`src/common/dir_pkg.sv`:
```
package dir_pkg;

  // Physical address and cache line geometry for the scaled-down memory system
  localparam int paddr_bits = 16;
  localparam int line_bits  = 64;
  localparam int mask_bits  = 8;

  // Identifiers carried by L2 requests so the answer can be routed back
  localparam int nid_bits  = 5;
  localparam int l2id_bits = 6;

  // Command fields of requests and displacements
  localparam int cmd_bits  = 3;
  localparam int dcmd_bits = 2;
  // Response code width shared by memory acks and snoop-acks
  localparam int ack_bits  = 3;

  // A displacement with this command carries no data toward memory
  localparam logic [dcmd_bits-1:0] dcmd_invalidate = '0;

  // Directory request IDs track outstanding memory requests
  localparam int dr_reqids = 8;
  localparam int drid_bits = $clog2(dr_reqids);

  typedef struct packed {
    logic [paddr_bits-1:0] paddr;
    logic [cmd_bits-1:0]   cmd;
    logic [nid_bits-1:0]   nid;
    logic [l2id_bits-1:0]  l2id;
  } l2_req_t;

  typedef struct packed {
    logic [paddr_bits-1:0] paddr;
    logic [cmd_bits-1:0]   cmd;
    logic [drid_bits-1:0]  drid;
  } mem_req_t;

  typedef struct packed {
    logic [drid_bits-1:0] drid;
    logic [ack_bits-1:0]  ack;
    logic [line_bits-1:0] line;
  } mem_ack_t;

  typedef struct packed {
    logic [nid_bits-1:0]  nid;
    logic [l2id_bits-1:0] l2id;
    logic [ack_bits-1:0]  snack;
    logic [line_bits-1:0] line;
  } snack_t;

  typedef struct packed {
    logic [paddr_bits-1:0] paddr;
    logic [mask_bits-1:0]  mask;
    logic [line_bits-1:0]  line;
    logic [nid_bits-1:0]   nid;
    logic [l2id_bits-1:0]  l2id;
    logic [dcmd_bits-1:0]  dcmd;
  } disp_t;

  typedef struct packed {
    logic [paddr_bits-1:0] paddr;
    logic [mask_bits-1:0]  mask;
    logic [line_bits-1:0]  line;
  } wb_t;

  typedef struct packed {
    logic [nid_bits-1:0]  nid;
    logic [l2id_bits-1:0] l2id;
  } dack_t;

  typedef struct packed {
    logic [paddr_bits-1:0] paddr;
    logic [nid_bits-1:0]   nid;
  } pfreq_t;

  // Per-drid record of who asked, 11 bits wide
  typedef struct packed {
    logic [nid_bits-1:0]  nid;
    logic [l2id_bits-1:0] l2id;
  } id_entry_t;

endpackage

```
`src/logic/fluid_flop.sv`:
```
module fluid_flop #(
  parameter type payload_t = logic
) (
   input  logic     clk
  ,input  logic     rst_n

  ,input  payload_t din
  ,input  logic     din_valid
  ,output logic     din_retry

  ,output payload_t q
  ,output logic     q_valid
  ,input  logic     q_retry
);

  // Set when an item enters the register this cycle
  logic load;

  // The single entry is busy only while its output is being held back
  // An empty register or one that drains this cycle can always take a new item
  always_comb begin
    din_retry = q_valid && q_retry;
  end

  always_comb begin
    load = din_valid && !din_retry;
  end

  // Occupancy follows the input whenever the output is free to move
  // A held item keeps q_valid high until the consumer drops retry
  always_ff @(posedge clk or negedge rst_n) begin
    if (!rst_n) begin
      q_valid <= 1'b0;
    end else if (!din_retry) begin
      q_valid <= din_valid;
    end
  end

  // Payload only moves on an accepted transfer
  // While retried the output data stays frozen for the consumer
  always_ff @(posedge clk) begin
    if (load) begin
      q <= din;
    end
  end

endmodule

```
`src/directory/drid_allocator.sv`:
```
module drid_allocator import dir_pkg::*; (
   input  logic                 clk
  ,input  logic                 rst_n

  ,input  logic                 alloc_valid
  ,output logic                 alloc_retry

  ,output logic [drid_bits-1:0] drid
  ,output logic                 drid_valid
  ,input  logic                 drid_retry

  ,input  logic                 release_valid
  ,input  logic [drid_bits-1:0] release_drid
);

  // One bit per drid and a set bit means the ID may be handed out
  logic [dr_reqids-1:0] free_vec;
  logic [drid_bits-1:0] free_id;
  logic                 any_free;
  logic                 alloc_fire;

  // Priority encoder scanning from the top so the lowest free ID wins
  always_comb begin
    free_id  = '0;
    any_free = |free_vec;
    for (int i = dr_reqids - 1; i >= 0; i--) begin
      if (free_vec[i]) begin
        free_id = drid_bits'(i);
      end
    end
  end

  // No ID to give or the previous one still waits at the output
  always_comb begin
    alloc_retry = !any_free || (drid_valid && drid_retry);
  end

  always_comb begin
    alloc_fire = alloc_valid && !alloc_retry;
  end

  // Allocation and release never touch the same bit in one cycle
  // A released ID was in use so the encoder cannot be pointing at it
  always_ff @(posedge clk or negedge rst_n) begin
    if (!rst_n) begin
      free_vec <= '1;
    end else begin
      if (alloc_fire) begin
        free_vec[free_id] <= 1'b0;
      end
      if (release_valid) begin
        free_vec[release_drid] <= 1'b1;
      end
    end
  end

  // The issued ID sits here until the request join consumes it
  always_ff @(posedge clk or negedge rst_n) begin
    if (!rst_n) begin
      drid_valid <= 1'b0;
    end else if (!(drid_valid && drid_retry)) begin
      drid_valid <= alloc_fire;
    end
  end

  always_ff @(posedge clk) begin
    if (alloc_fire) begin
      drid <= free_id;
    end
  end

endmodule

```
`src/directory/drid_table_arbiter.sv`:
```
module drid_table_arbiter import dir_pkg::*; (
   input  logic                 clk
  ,input  logic                 rst_n

  ,input  logic                 rd_valid
  ,input  logic [drid_bits-1:0] rd_drid
  ,output logic                 rd_retry

  ,input  logic                 wr_valid
  ,input  logic [drid_bits-1:0] wr_drid
  ,output logic                 wr_retry

  ,output logic                 tbl_valid
  ,output logic                 tbl_we
  ,output logic [drid_bits-1:0] tbl_pos
  ,input  logic                 tbl_retry
);

  // Two-state FSM holding which side wins a tie
  typedef enum logic {
    rd_pref = 1'b0,
    wr_pref = 1'b1
  } arb_state_t;

  arb_state_t state;
  arb_state_t state_next;
  logic       pick_rd;
  logic       rd_grant;
  logic       wr_grant;

  // Read goes to the table when it is preferred or when nothing is writing
  always_comb begin
    pick_rd   = rd_valid && (state == rd_pref || !wr_valid);
    tbl_valid = rd_valid || wr_valid;
    tbl_we    = !pick_rd && wr_valid;
    tbl_pos   = pick_rd ? rd_drid : wr_drid;
  end

  // Retries are built from the state and the other side only
  // This keeps each retry free of its own valid
  always_comb begin
    rd_retry = tbl_retry || (state == wr_pref && wr_valid);
    wr_retry = tbl_retry || (state == rd_pref && rd_valid);
  end

  always_comb begin
    rd_grant = rd_valid && !rd_retry;
    wr_grant = wr_valid && !wr_retry;
  end

  // After a granted access the other kind gets the next tie
  always_comb begin
    state_next = state;
    if (rd_grant) begin
      state_next = wr_pref;
    end else if (wr_grant) begin
      state_next = rd_pref;
    end
  end

  always_ff @(posedge clk or negedge rst_n) begin
    if (!rst_n) begin
      state <= rd_pref;
    end else begin
      state <= state_next;
    end
  end

endmodule

```
`src/directory/drid_table.sv`:
```
module drid_table import dir_pkg::*; (
   input  logic                 clk
  ,input  logic                 rst_n

  ,input  logic                 req_valid
  ,output logic                 req_retry
  ,input  logic                 req_we
  ,input  logic [drid_bits-1:0] req_pos
  ,input  id_entry_t            req_data

  ,output logic                 ack_valid
  ,input  logic                 ack_retry
  ,output id_entry_t            ack_data
);

  // One nid and l2id pair per outstanding drid
  id_entry_t mem [dr_reqids];

  logic req_fire;
  logic rd_fire;
  logic wr_fire;

  // A read result that has not been taken blocks every new access
  always_comb begin
    req_retry = ack_valid && ack_retry;
  end

  always_comb begin
    req_fire = req_valid && !req_retry;
    rd_fire  = req_fire && !req_we;
    wr_fire  = req_fire && req_we;
  end

  // Writes land in the array at the clock edge and need no reply
  always_ff @(posedge clk) begin
    if (wr_fire) begin
      mem[req_pos] <= req_data;
    end
  end

  // Read data is registered so it shows up one cycle after the grant
  always_ff @(posedge clk) begin
    if (rd_fire) begin
      ack_data <= mem[req_pos];
    end
  end

  // The read output stays valid while the consumer holds retry
  always_ff @(posedge clk or negedge rst_n) begin
    if (!rst_n) begin
      ack_valid <= 1'b0;
    end else if (!req_retry) begin
      ack_valid <= rd_fire;
    end
  end

endmodule

```
`src/directory/disp_path.sv`:
```
module disp_path import dir_pkg::*; (
   input  logic  clk
  ,input  logic  rst_n

  ,input  logic  disp_valid
  ,output logic  disp_retry
  ,input  disp_t disp

  ,output logic  wb_valid
  ,input  logic  wb_retry
  ,output wb_t   wb

  ,output logic  dack_valid
  ,input  logic  dack_retry
  ,output dack_t dack
);

  wb_t   wb_next;
  dack_t dack_next;
  logic  need_wb;
  logic  wb_in_valid;
  logic  wb_in_retry;
  logic  dack_in_valid;
  logic  dack_in_retry;

  // Invalidate means the L2 dropped a clean line so memory gets nothing
  always_comb begin
    need_wb = disp.dcmd != dcmd_invalidate;
  end

  // Split the displacement into its memory part and its L2 part
  always_comb begin
    wb_next.paddr  = disp.paddr;
    wb_next.mask   = disp.mask;
    wb_next.line   = disp.line;
    dack_next.nid  = disp.nid;
    dack_next.l2id = disp.l2id;
  end

  // Each branch only fires when every needed branch can take it
  // The wb flop is ignored when no writeback is needed
  always_comb begin
    wb_in_valid   = disp_valid && need_wb && !dack_in_retry;
    dack_in_valid = disp_valid && !(need_wb && wb_in_retry);
    disp_retry    = dack_in_retry || (need_wb && wb_in_retry);
  end

  fluid_flop #(.payload_t(wb_t)) wb_ff (
     .clk       (clk)
    ,.rst_n     (rst_n)
    ,.din       (wb_next)
    ,.din_valid (wb_in_valid)
    ,.din_retry (wb_in_retry)
    ,.q         (wb)
    ,.q_valid   (wb_valid)
    ,.q_retry   (wb_retry)
  );

  fluid_flop #(.payload_t(dack_t)) dack_ff (
     .clk       (clk)
    ,.rst_n     (rst_n)
    ,.din       (dack_next)
    ,.din_valid (dack_in_valid)
    ,.din_retry (dack_in_retry)
    ,.q         (dack)
    ,.q_valid   (dack_valid)
    ,.q_retry   (dack_retry)
  );

endmodule

```
`src/directory/directory_bank.sv`:
```
module directory_bank import dir_pkg::*; (
   input  logic     clk
  ,input  logic     rst_n

  // L2 side
  ,input  logic     l2todr_req_valid
  ,output logic     l2todr_req_retry
  ,input  l2_req_t  l2todr_req

  ,input  logic     l2todr_pfreq_valid
  ,output logic     l2todr_pfreq_retry
  ,input  pfreq_t   l2todr_pfreq

  ,input  logic     l2todr_disp_valid
  ,output logic     l2todr_disp_retry
  ,input  disp_t    l2todr_disp

  ,output logic     drtol2_snack_valid
  ,input  logic     drtol2_snack_retry
  ,output snack_t   drtol2_snack

  ,output logic     drtol2_dack_valid
  ,input  logic     drtol2_dack_retry
  ,output dack_t    drtol2_dack

  // Memory side
  ,output logic     drtomem_req_valid
  ,input  logic     drtomem_req_retry
  ,output mem_req_t drtomem_req

  ,output logic     drtomem_pfreq_valid
  ,input  logic     drtomem_pfreq_retry
  ,output pfreq_t   drtomem_pfreq

  ,output logic     drtomem_wb_valid
  ,input  logic     drtomem_wb_retry
  ,output wb_t      drtomem_wb

  ,input  logic     memtodr_ack_valid
  ,output logic     memtodr_ack_retry
  ,input  mem_ack_t memtodr_ack
);

  // Request path between the L2 input and the memory request join
  l2_req_t              req_q;
  logic                 req_q_valid;
  logic                 req_in_valid;
  logic                 req_in_retry;
  logic                 alloc_valid;
  logic                 alloc_retry;
  logic [drid_bits-1:0] alloc_drid;
  logic                 alloc_drid_valid;
  logic                 join_valid;
  logic                 req_fire;

  // Table access from both sides of the arbiter
  logic                 tbl_wr_valid;
  logic                 tbl_wr_retry;
  logic                 tbl_rd_valid;
  logic                 tbl_rd_retry;
  logic                 tbl_valid;
  logic                 tbl_we;
  logic                 tbl_retry;
  logic [drid_bits-1:0] tbl_pos;
  id_entry_t            tbl_wr_data;
  id_entry_t            tbl_rd_data;
  logic                 tbl_rd_data_valid;

  // Memory ack path toward the snack join
  mem_ack_t             ack_q;
  logic                 ack_q_valid;
  logic                 ack_in_valid;
  logic                 ack_in_retry;
  logic                 snack_fire;

  // A request needs both a free flop slot and a fresh drid in the same cycle
  always_comb begin
    l2todr_req_retry = req_in_retry || alloc_retry;
    req_in_valid     = l2todr_req_valid && !alloc_retry;
    alloc_valid      = l2todr_req_valid && !req_in_retry;
  end

  fluid_flop #(.payload_t(l2_req_t)) req_ff (
     .clk(clk), .rst_n(rst_n)
    ,.din(l2todr_req), .din_valid(req_in_valid), .din_retry(req_in_retry)
    ,.q(req_q), .q_valid(req_q_valid), .q_retry(!req_fire)
  );

  drid_allocator allocator (
     .clk(clk), .rst_n(rst_n)
    ,.alloc_valid(alloc_valid), .alloc_retry(alloc_retry)
    ,.drid(alloc_drid), .drid_valid(alloc_drid_valid), .drid_retry(!req_fire)
    ,.release_valid(snack_fire), .release_drid(ack_q.drid)
  );

  // Request join feeding both memory and the table write
  // Memory only sees the request in a cycle where the table write is granted
  always_comb begin
    join_valid        = req_q_valid && alloc_drid_valid;
    drtomem_req_valid = join_valid && !tbl_wr_retry;
    tbl_wr_valid      = join_valid && !drtomem_req_retry;
    req_fire          = join_valid && !drtomem_req_retry && !tbl_wr_retry;
  end

  always_comb begin
    drtomem_req.paddr = req_q.paddr;
    drtomem_req.cmd   = req_q.cmd;
    drtomem_req.drid  = alloc_drid;
    tbl_wr_data.nid   = req_q.nid;
    tbl_wr_data.l2id  = req_q.l2id;
  end

  // The ack enters its flop and starts the table read together
  always_comb begin
    memtodr_ack_retry = ack_in_retry || tbl_rd_retry;
    ack_in_valid      = memtodr_ack_valid && !tbl_rd_retry;
    tbl_rd_valid      = memtodr_ack_valid && !ack_in_retry;
  end

  fluid_flop #(.payload_t(mem_ack_t)) ack_ff (
     .clk(clk), .rst_n(rst_n)
    ,.din(memtodr_ack), .din_valid(ack_in_valid), .din_retry(ack_in_retry)
    ,.q(ack_q), .q_valid(ack_q_valid), .q_retry(!snack_fire)
  );

  drid_table_arbiter arbiter (
     .clk(clk), .rst_n(rst_n)
    ,.rd_valid(tbl_rd_valid), .rd_drid(memtodr_ack.drid), .rd_retry(tbl_rd_retry)
    ,.wr_valid(tbl_wr_valid), .wr_drid(alloc_drid), .wr_retry(tbl_wr_retry)
    ,.tbl_valid(tbl_valid), .tbl_we(tbl_we), .tbl_pos(tbl_pos), .tbl_retry(tbl_retry)
  );

  drid_table table_i (
     .clk(clk), .rst_n(rst_n)
    ,.req_valid(tbl_valid), .req_retry(tbl_retry), .req_we(tbl_we)
    ,.req_pos(tbl_pos), .req_data(tbl_wr_data)
    ,.ack_valid(tbl_rd_data_valid), .ack_retry(!snack_fire), .ack_data(tbl_rd_data)
  );

  // Snack join of the held ack and the table lookup
  // Both halves were loaded together so they also leave together
  always_comb begin
    drtol2_snack_valid = ack_q_valid && tbl_rd_data_valid;
    snack_fire         = drtol2_snack_valid && !drtol2_snack_retry;
    drtol2_snack.nid   = tbl_rd_data.nid;
    drtol2_snack.l2id  = tbl_rd_data.l2id;
    drtol2_snack.snack = ack_q.ack;
    drtol2_snack.line  = ack_q.line;
  end

  disp_path disp_i (
     .clk(clk), .rst_n(rst_n)
    ,.disp_valid(l2todr_disp_valid), .disp_retry(l2todr_disp_retry), .disp(l2todr_disp)
    ,.wb_valid(drtomem_wb_valid), .wb_retry(drtomem_wb_retry), .wb(drtomem_wb)
    ,.dack_valid(drtol2_dack_valid), .dack_retry(drtol2_dack_retry), .dack(drtol2_dack)
  );

  // Prefetches carry no ID and go straight to memory
  fluid_flop #(.payload_t(pfreq_t)) pfreq_ff (
     .clk(clk), .rst_n(rst_n)
    ,.din(l2todr_pfreq), .din_valid(l2todr_pfreq_valid), .din_retry(l2todr_pfreq_retry)
    ,.q(drtomem_pfreq), .q_valid(drtomem_pfreq_valid), .q_retry(drtomem_pfreq_retry)
  );

endmodule

```
`config.mk`:
```
export PLATFORM = sky130hd
export DESIGN_NAME = directory_bank
export DESIGN_NICKNAME = d
export VERILOG_FILES = /design/src/common/dir_pkg.sv /design/src/logic/fluid_flop.sv /design/src/directory/drid_allocator.sv /design/src/directory/drid_table_arbiter.sv /design/src/directory/drid_table.sv /design/src/directory/disp_path.sv /design/src/directory/directory_bank.sv
export SDC_FILE = /design/constraint.sdc
export NUM_CORES = 1
export LEC_CHECK = 0
export ABC_AREA = 1
export BUFFER_PORTS_ARGS = -buffer_cell sky130_fd_sc_hd__buf_4
export CELL_PAD_IN_SITES_DETAIL_PLACEMENT = 1
export CELL_PAD_IN_SITES_GLOBAL_PLACEMENT = 2
export CORE_UTILIZATION = 30
export CTS_BUF_LIST = sky130_fd_sc_hd__clkbuf_8
export DETAILED_ROUTE_END_ITERATION = 8
export PLACE_DENSITY = 0.89
export SLEW_MARGIN = 25
export SYNTH_ARGS = -nofsm -noshare
export SYNTH_HDL_FRONTEND = slang
export SYNTH_SLANG_ARGS = --single-unit
```
`constraint.sdc`:
```
create_clock -name clk -period 5.3 [get_ports clk]
set_clock_uncertainty 0.05 [all_clocks]
set_input_delay 0.265 -clock clk [delete_from_list [all_inputs] [get_ports clk]]
set_output_delay 0.265 -clock clk [all_outputs]
set_load 0.01 [all_outputs]
```
==> out/metrics.cfg, run 1 <==
[placement]
dp_hpwl_um = 29600
gp_congestion = 0.901
dpl_worst_slack_ns = 2.06
placed_cells = 1770
placed_cell_area_um2 = 16100
port_buffers = 461

[synth]
synth.distinct_cells = 24
synthTopCellsByCount = 322 x edfxtp_1, 178 x nand2_1, 142 x inv_1
synth_top_cells_by_area = edfxtp_1 77%, buf_4 5.4%, nand2_1 5.3%, inv_1 4.2%, nand3_1 1.9%
synth_cells = 871
yosysMostFrequentCell = edfxtp_1
synth-seq-area-share_pct = 79.9
ys_seq_elements = 338
synth-edff-count = 322
avgSynthCellArea_um2 = 14.5
synth_area_um2 = 12600
syn-num-nets = 1104
synth_ff_type = edfxtp_1
async_reset_ff_share_pct = 4.73
yosys.area.top_type_share_pct = 76.6
synth_top_cell_by_area = edfxtp_1
ys_warn_count = 0

[grt]
grt_pass1_vias = 10500
antenna_found_initial = 17
grt_pass1_wl_um = 70500
overflow = 0
grt_max_degree = 57
grt_use_total_pct = 22.5

[cts]
clk_pin_slew_worst_paths_ns = 0.07
post_cts_resized = 0
cts_setup_buffers = 0
clock_path_buffers = 3
insertion_delay_ns = 0.66
clock-sinks = 338
cts_buffers = 58
cts_tree = built
cts_root_buf = clkbuf_8
cts.htree.levels = 2

[cells_and_area]
fin_area_um2 = 19600
syn2layout_area_growth_pct = 54.9
fill_cells = 4243
layout.area.seq_um2 = 10100
drive_gt1_share_pct = 35.5
multi_input_area_um2 = 1320
final_cells = 2125
fin_nets = 1763

[sta]
slew_violations = 0
clock.fmax_mhz = 308
rsz0062_at_grt = false
setup_ws_ns = 2.05
fin_crit_ns = 3.25
finalSetupViolations = 0
report.final.hold_viol_count = 0
finalCritPeriodShare_pct = 61.3
tightestPinTransition_ns = 1.03
fin_setup_tns_ns = 0
relSlewSlack_pct = 30.9

[setup_path]
cp_data_required_time_ns = 5.49
start_kind = flip-flop
cp-end-kind = flip-flop
r2r_slack_ns = 2.05
crit_path_cell_trace = inv_2 > o21ai_4 > nand4_1 > nand2_2 > nand2_1 > nor2_1
crit_fanout = 45
reg2reg_to = table_i.mem[2][2]
critical_path.startpoint = table_i.ack_valid
critPathSlowestCell = nor2_1
worst-r2r-cell-count = 6
rr_startpoint = table_i.ack_valid
crit_path_end = table_i.mem[2][2]
arrival_ns = 3.44
worstSetupPathType = reg -> reg
max_stage_delay_ns = 0.79

[detailed_routing]
drt_iter0_markers = 597
drc = 0
vias_per_cell = 4.41
avgRoutedWirePerCell_um = 23.2
ant_nets = 0
via_count = 9380
finalWirelength_um = 49400
drt_first_pass_iters = 5

[pwr]
powerDensity_nw_per_um2 = 364
vdd_drop_max_uv = 247
leakagePower_nw = 8.35

[floorplanning]
die_x_um = 207
initial_core_util_pct = 30.6
fp.coreArea_um2 = 41200
ios = 462
die_area_um2 = 42900
std_cell_rows = 74
die_h_um = 207

[outcome]
status = completed

[flow_run]
maxCapViolCount = 0

[min_path]
hold_path.class = in -> reg
hp-start = drtomem_req_retry

-- critical path, delay by kind of cell, from the launching register on --
kind,cells,cell delay (ns)
buf+inv,1,0.07
simple gates,4,1.94
compound gates,1,0.29
flops,1,0.47
-- placed cells by master (no fill, tap or decap) --
cell / synthesis / layout
dlygate4sd3_1: 0 / 231
nand3_2: 1 / 1
nand2_2: 3 / 3
clkinv_2: 0 / 5
clkinvlp_4: 0 / 1
diode_2: 0 / 14
edfxtp_1: 322 / 322
nand4_2: 1 / 1
o21ai_0: 7 / 7
a21oi_1: 7 / 5
clkinv_1: 0 / 22
inv_2: 1 / 1
a31oi_1: 1 / 1
nor2_1: 18 / 16
clkbuf_8: 0 / 58
nand3_1: 49 / 49
nand2_1: 178 / 178
buf_4: 90 / 466
nor2_2: 4 / 5
nand4_1: 15 / 15
bufinv_16: 0 / 2
inv_16: 0 / 1
nor3_1: 3 / 3
buf_16: 0 / 1
nor2_4: 1 / 2
a21oi_4: 0 / 2
dfstp_2: 8 / 8
dfrtp_1: 8 / 8
nand3_4: 1 / 1
o21ai_4: 1 / 1
inv_1: 142 / 161
inv_8: 0 / 1
or2_4: 1 / 1
-- kinds of logic after synthesis --
kind of cell / synth area share, %
flip-flops: 79.9
AND/OR/NAND/NOR: 9.46
buffers and inverters: 9.95
AO/OA/AOI/OAI: 0.734
-- area by class of cell --
type / instances / share of cell area (%)
inverters: 143 / 2.75
diodes: 14 / 0.179
flip-flops and latches: 338 / 51.6
clock buffers: 58 / 4.08
clock inverters: 51 / 1.42
well taps: 532 / 3.40
repair buffers: 698 / 29.9
multi-input cells: 291 / 6.75
-- layer usage --
metal	vias up	GRT usage, %	part of all wire, %	wire, um
met5	-	0	0.13	63
met2	473	38.0	50	24800
li1	4195	-	-	-
met3	108	8.20	8.7	4300
met1	4596	25.2	37	18300
met4	8	10.6	3.8	1890
-- registers in the layout (all words and copies together) (netlist names), 3 cells and up --
name / count
disp_i.wb_ff.q: 88
disp_i.dack_ff.q: 11
allocator.free_vec: 8
pfreq_ff.q: 21
allocator.drid: 3
req_ff.q: 30
ack_ff.q: 70
table_i.mem: 88
table_i.ack_data: 11
-- worst min path at each step --
stage | end | slack [ns] | cells past startpoint
final | allocator.drid_valid | 0.06 | 5
after global routing | req_ff.q_valid | 0.07 | 5
after CTS | allocator.drid_valid | 0.002 | 5
after detailed placement | disp_i.wb_ff.q_valid | 0.11 | 1
after global placement | disp_i.dack_ff.q_valid | 0.11 | 1
after floorplan | ack_ff.q_valid | -0.08 | 0
-- power by group --
| group | switching (mW) | internal [mW] | leakage, nW | total, mW |
|---|---|---|---|---|
| Clock | 1.19 | 1.13 | 0.617 | 2.32 |
| Combinational | 0.847 | 0.572 | 4.61 | 1.42 |
| Sequential | 0.147 | 3.23 | 3.12 | 3.38 |
| Total | 2.18 | 4.93 | 8.35 | 7.12 |
-- metrics by stage --
step                      util [%]  hold slack (ns)  power [mW]
after floorplan                  -          -0.0806        4.08
after global placement        39.1            0.106        4.58
after detailed placement      39.1            0.112        4.64
after CTS                     47.3          0.00161        7.05
after global routing          47.4           0.0741        7.41
final                         47.4           0.0604        7.12
-- timing repair --
action                                  CTS  global route
endpoints found under the hold margin   244             0
hold buffers                            231             0
endpoints found under the setup margin    0             0
Note: power is estimated with default switching activity, not from simulation.
==> run 2: changes to the inputs <==
- clock period: 5.3 -> 2.9 ns (I/O delays scaled with it)
==> run 2 against run 1 <==
Compared with the run above: die area is the same; critical path depth is 3 higher; via count shrank 1.5%; global-route usage decreased by 0.49 points; first-iteration DRC count is 3.2% lower; setup slack got worse by 1.7 ns; combinational power is 82% higher; clock-buffer cell count fell by 1; critical path type unchanged; critical endpoint is now table_i.mem[1][0]; largest power group unchanged; highest routed layer unchanged.
==> out/metrics.cfg, run 2 (synthesized netlist as in run 1, its figures left out) <==
[cells_and_area]
reg_top3 = disp_i.wb_ff.q (88), table_i.mem (88), ack_ff.q (70)
drive_gt1_share_pct = 36.7  ; +1.2 points
final_common_cell = buf_4
fill_cells = 4231  ; -0.28%
fin_area_um2 = 19700  ; +0.72%
fin_nets = 1779  ; +0.91%
syn2layout_area_growth_pct = 56.0
final_cell_mix = 480 x buf_4, 322 x edfxtp_1, 233 x dlygate4sd3_1
final_cells = 2130  ; +0.24%

[sta]
relSlewSlack_pct = 58.5  ; +28 points
report.final.hold_viol_count = 0  ; unchanged
slew_violations = 0  ; unchanged
tightestPinTransition_ns = 0.622  ; -0.410 ns
finalCritPeriodShare_pct = 86.2  ; +25 points
whs_ns = 0.0764  ; +0.0160 ns
fin_crit_ns = 2.50  ; -0.749 ns
finalSetupViolations = 0  ; unchanged
rsz0062_at_grt = false
clock.fmax_mhz = 400  ; +30%

[floorplanning]
die_h_um = 207  ; unchanged
die_x_um = 207  ; unchanged
fp.coreArea_um2 = 41200  ; unchanged
std_cell_rows = 74  ; unchanged
ios = 462  ; unchanged
die_area_um2 = 42900  ; unchanged
initial_core_util_pct = 30.6  ; unchanged

[cts]
insertion_delay_ns = 0.64  ; -0.02 ns
clock-sinks = 338  ; unchanged
cts.htree.levels = 2  ; unchanged
holdBufCountCts = 233  ; +0.87%
cts_buffers = 57  ; -1.7%
clock_path_buffers = 3  ; unchanged
post_cts_resized = 0  ; unchanged
clk_pin_slew_worst_paths_ns = 0.07  ; about the same
cts_root_buf = clkbuf_8
cts_setup_buffers = 0  ; unchanged
cts_tree = built

[setup_path]
crit_fanout = 12  ; -73%
worst-r2r-cell-count = 9  ; +3
reg2reg_to = table_i.mem[1][0]
cp_data_required_time_ns = 3.20  ; -2.29 ns
cp-end-kind = flip-flop
arrival_ns = 2.80  ; -0.64 ns
rr_startpoint = table_i.ack_valid
r2r_slack_ns = 0.40  ; -1.65 ns
start_kind = flip-flop
worstSetupPathType = reg -> reg

[grt]
grt_use_total_pct = 22.0  ; -0.49 points
overflow = 0  ; unchanged
grt_pass1_vias = 10500  ; -0.56%
grt_pass1_wl_um = 69000  ; -2.2%
antenna_found_initial = 10  ; -7
grt_max_degree = 78  ; +37%

[detailed_routing]
avgRoutedWirePerCell_um = 22.3  ; -3.8%
drc = 0  ; unchanged
via_count = 9237  ; -1.5%
ant_nets = 0  ; unchanged
drt_iter0_markers = 578  ; -3.2%
drt_first_pass_iters = 5  ; unchanged
vias_per_cell = 4.34  ; -1.8%
finalWirelength_um = 47600  ; -3.6%

[pwr]
vdd_drop_max_uv = 555  ; +120%
p_total_mw = 13.1  ; +83%
powerDensity_nw_per_um2 = 663  ; +82%
leakagePower_nw = 8.42  ; +0.93%

[outcome]
status = completed

[placement]
dp_hpwl_um = 29900  ; +1.0%
port_buffers = 461  ; unchanged
placed_cell_area_um2 = 16200  ; +0.90%
placed_cells = 1786  ; +0.90%
gp_congestion = 0.919  ; +1.9%

[min_path]
min_path_cells = 4  ; -1
min_to = disp_i.dack_ff.q[2]
hp-start = l2todr_disp_valid
hold_path.class = in -> reg

[flow_run]
maxCapViolCount = 0  ; unchanged

run 2: cell count changes in the layout (fill, tap and decap cells not counted), sizes merged:
cell         previous run  this run
buf                   467       482
bufinv                  2         4
clkbuf                 58        57
clkinv                 27        29
clkinvlp                1         2
diode                  14         6
dlygate4sd3           231       233
inv                   164       156
run 2: metal layers:
| layer | GRT usage [%] | vias up | share of wire [%] |
|---|---|---|---|
| li1 | - | 4204 | - |
| met2 | 37.4 | 427 | 49 |
| met1 | 25.1 | 4485 | 39 |
| met4 | 8.59 | 6 | 3.3 |
| met3 | 7.96 | 115 | 8.5 |
| met5 | 0 | - | 0.084 |
run 2: stage by stage:
stage	worst slack (ns)	setup TNS, ns	util, %
after floorplan	-0.0603	-1.81	-
after global placement	0.538	0	39.4
after detailed placement	0.396	0	39.4
after CTS	0.382	0	47.8
after global routing	0.176	0	47.8
final	0.401	0	47.8
run 2: layout make-up:
class | instances | area, um2 | share of cell area (%)
clock buffer | 57 | 785 | 3.98
tap | 532 | 666 | 3.38
sequential | 338 | 10100 | 51.2
multi-input combinational | 291 | 1310 | 6.67
timing repair buffer | 715 | 5980 | 30.3
clock inverter | 48 | 320 | 1.63
inverter | 143 | 537 | 2.73
antenna | 6 | 15.0 | 0.0762
run 2: report_power, final:
part / internal, mW / switching [mW]
logic: 1.09 / 1.50
clock network: 2.21 / 2.11
registers: 5.91 / 0.252
run 2: how the worst max path moves through the flow:
stage               depth (start not counted)         startpoint                end
floorplan                                   7  table_i.ack_valid        req_ff.q[0]
global placement                            9  table_i.ack_valid  table_i.mem[7][1]
detailed placement                          9  table_i.ack_valid  table_i.mem[1][3]
CTS                                         9  table_i.ack_valid  table_i.mem[1][3]
global route                                9  table_i.ack_valid  table_i.mem[0][5]
finish                                      9  table_i.ack_valid  table_i.mem[1][0]
run 2: critical path: stages (launching register included):
cell	delay, ns
dfrtp_1	0.46
inv_2	0.07
o21ai_4	0.28
nand3_4	0.18
nand2_1	0.11
nand2_1	0.09
nor2_2	0.45
inv_1	0.15
nor2_1	0.15
buf_4	0.22
==> run 3: changes to the inputs <==
- RECOVER_POWER: not set -> 50
- SLEW_MARGIN: 25 -> 10
==> run 3 against run 2 <==
Compared with the run above: hold slack lost 0.0022 ns; clock power barely moved; critical path depth unchanged; wire length down 0.51%; power shrank 1.2%; sequential power hardly changed; largest cell class unchanged; core utilization fell by 1.4 points; sequential share of layout area up 1.6 points.
==> out/metrics.cfg, run 3 (synthesized netlist as in run 1, its figures left out) <==
[outcome]
status = completed

[placement]
placed_cell_area_um2 = 16200  ; unchanged
port_buffers = 461  ; unchanged
dp_hpwl_um = 29900  ; unchanged
gp_congestion = 0.919  ; unchanged
dpl_worst_slack_ns = 0.396  ; unchanged

[sta]
relSlewSlack_pct = 58.1  ; -0.40 points
fin_setup_tns_ns = 0  ; unchanged
finalCritPeriodShare_pct = 85.6  ; -0.57 points
tightestPinTransition_ns = 0.628  ; +0.00599 ns
finalSetupViolations = 0  ; unchanged
fin_crit_ns = 2.48  ; -0.0165 ns
clock.fmax_mhz = 403  ; +0.67%
slew_violations = 0  ; unchanged
rsz0062_at_grt = false
report.final.hold_viol_count = 0  ; unchanged
setup_ws_ns = 0.417  ; +0.0165 ns

[setup_path]
start_kind = flip-flop
worstSetupPathType = reg -> reg
rr_startpoint = table_i.ack_valid
cp_data_required_time_ns = 3.20  ; about the same
critical_path.startpoint = table_i.ack_valid
crit_fanout = 12  ; unchanged
cp-end-kind = flip-flop
arrival_ns = 2.78  ; -0.02 ns

[detailed_routing]
ant_nets = 0  ; unchanged
drt_iter0_markers = 512  ; -11%
drc = 0  ; unchanged
avgRoutedWirePerCell_um = 22.2  ; -0.56%
via_count = 9216  ; -0.23%
vias_per_cell = 4.32  ; -0.27%
drt_first_pass_iters = 5  ; unchanged
finalWirelength_um = 47300  ; -0.51%

[cts]
insertion_delay_ns = 0.65  ; about the same
post_cts_resized = 0  ; unchanged
clock-sinks = 338  ; unchanged
cts_buffers = 57  ; unchanged
cts_root_buf = clkbuf_8
clk_pin_slew_worst_paths_ns = 0.07  ; about the same
clock_path_buffers = 3  ; unchanged
cts_tree = built
cts_setup_buffers = 0  ; unchanged
cts.htree.levels = 2  ; unchanged

[pwr]
leakagePower_nw = 7.82  ; -7.2%
p_switching_mw = 3.85  ; -0.38%
power_switching_share_pct = 29.8  ; +0.24 points
p_comb_share_pct = 19.0  ; -0.8 points
pwr-share-clk_pct = 33.4  ; +0.3 points
vdd_drop_max_uv = 549  ; -1.1%
power.internal_mw = 9.06  ; -1.5%
powerDensity_nw_per_um2 = 675  ; +1.8%
power_frac_seq_pct = 47.7  ; +0.5 points

[floorplanning]
die_x_um = 207  ; unchanged
ios = 462  ; unchanged
die_area_um2 = 42900  ; unchanged
fp.coreArea_um2 = 41200  ; unchanged
std_cell_rows = 74  ; unchanged
initial_core_util_pct = 30.6  ; unchanged
die_h_um = 207  ; unchanged

[cells_and_area]
final_cell_mix = 322 x edfxtp_1, 233 x dlygate4sd3_1, 191 x clkbuf_4
syn2layout_area_growth_pct = 51.4
fill_cells = 4345  ; +2.7%
reg_top3 = disp_i.wb_ff.q (88), table_i.mem (88), ack_ff.q (70)
drive_gt1_share_pct = 26.9  ; -9.9 points
fin_nets = 1779  ; unchanged
post-route-util_pct = 46.4  ; -1.4 points
layout.area.seq_um2 = 10100  ; unchanged
final_common_cell = edfxtp_1
fin_area_um2 = 19100  ; -3.0%
multi_input_area_um2 = 1310  ; -0.19%

[grt]
grt_use_total_pct = 22.0  ; unchanged
grt_max_degree = 78  ; unchanged
grt_pass1_wl_um = 69000  ; unchanged
antenna_found_initial = 10  ; unchanged
overflow = 0  ; unchanged
grt_pass1_vias = 10500  ; unchanged

[min_path]
hp-start = l2todr_disp_valid
hold_path.class = in -> reg

[flow_run]
maxCapViolCount = 0  ; unchanged

[run 3: area by class of cell]
type / count / area share, %
antenna: 7 / 0.0917
clock buffer: 57 / 4.11
clock inverter: 48 / 1.68
inverter: 143 / 2.81
multi-input combinational: 291 / 6.86
sequential: 338 / 52.7
tap: 532 / 3.48
timing repair buffer: 715 / 28.2
[run 3: per-layer routing]
metal | part of all wire, % | up-vias | GRT usage [%]
li1 | - | 4203 | -
met1 | 39 | 4467 | 25.1
met2 | 49 | 421 | 37.4
met3 | 8.2 | 119 | 7.96
met4 | 3.6 | 6 | 8.59
met5 | 0.080 | - | 0
[run 3: critical path, cell delays in order (launching register included)]
cell and delay [ns]:
dfrtp_1 0.46, inv_2 0.07, o21ai_4 0.28, nand3_4 0.18, nand2_1 0.11, nand2_1 0.09, nor2_2 0.44, inv_1 0.14
nor2_1 0.15, buf_4 0.22
[run 3: stage by stage]
step | cells | total power [mW] | hold WS [ns]
finish | 2131 | 12.9 | 0.0742
global route | 2127 | 13.5 | 0.0578
CTS | 2124 | 13.0 | 0.0151
detailed placement | 1786 | 8.50 | -0.0141
global placement | 1786 | 8.41 | -0.0191
floorplan | 871 | 7.45 | -0.201
[run 3: repair_timing]
| item | in CTS | in global routing |
|---|---|---|
| hold endpoints to repair | 266 | 0 |
| endpoints found under the setup margin | 0 | 0 |
| hold buffers | 233 | 0 |
[run 3: path summary, 6_finish.rpt]
| kind | to | slack (ns) | cells after the start |
|---|---|---|---|
| setup / recovery | table_i.mem[1][0] | 0.42 | 9 |
| hold / removal | disp_i.dack_ff.q[2] | 0.07 | 4 |
| setup reg to reg | table_i.mem[1][0] | 0.42 | 9 |
| hold reg to reg | allocator.free_vec[3] | 0.43 | 2 |
| max in group asynchronous | disp_i.wb_ff.q_valid | 1.42 | 3 |
| min in group asynchronous | allocator.free_vec[4] | 0.38 | 2 |
[run 3: power by group through the flow]
stage          sequential, mW  clock (mW)  combinational (mW)
2_1_floorplan            6.22           0                1.23
3_3_place_gp             6.21           0                2.20
3_5_place_dp             6.23           0                2.27
4_1_cts                  6.14        4.34                2.56
5_1_grt                  6.19        4.61                2.68
6_report                 6.15        4.31                2.45
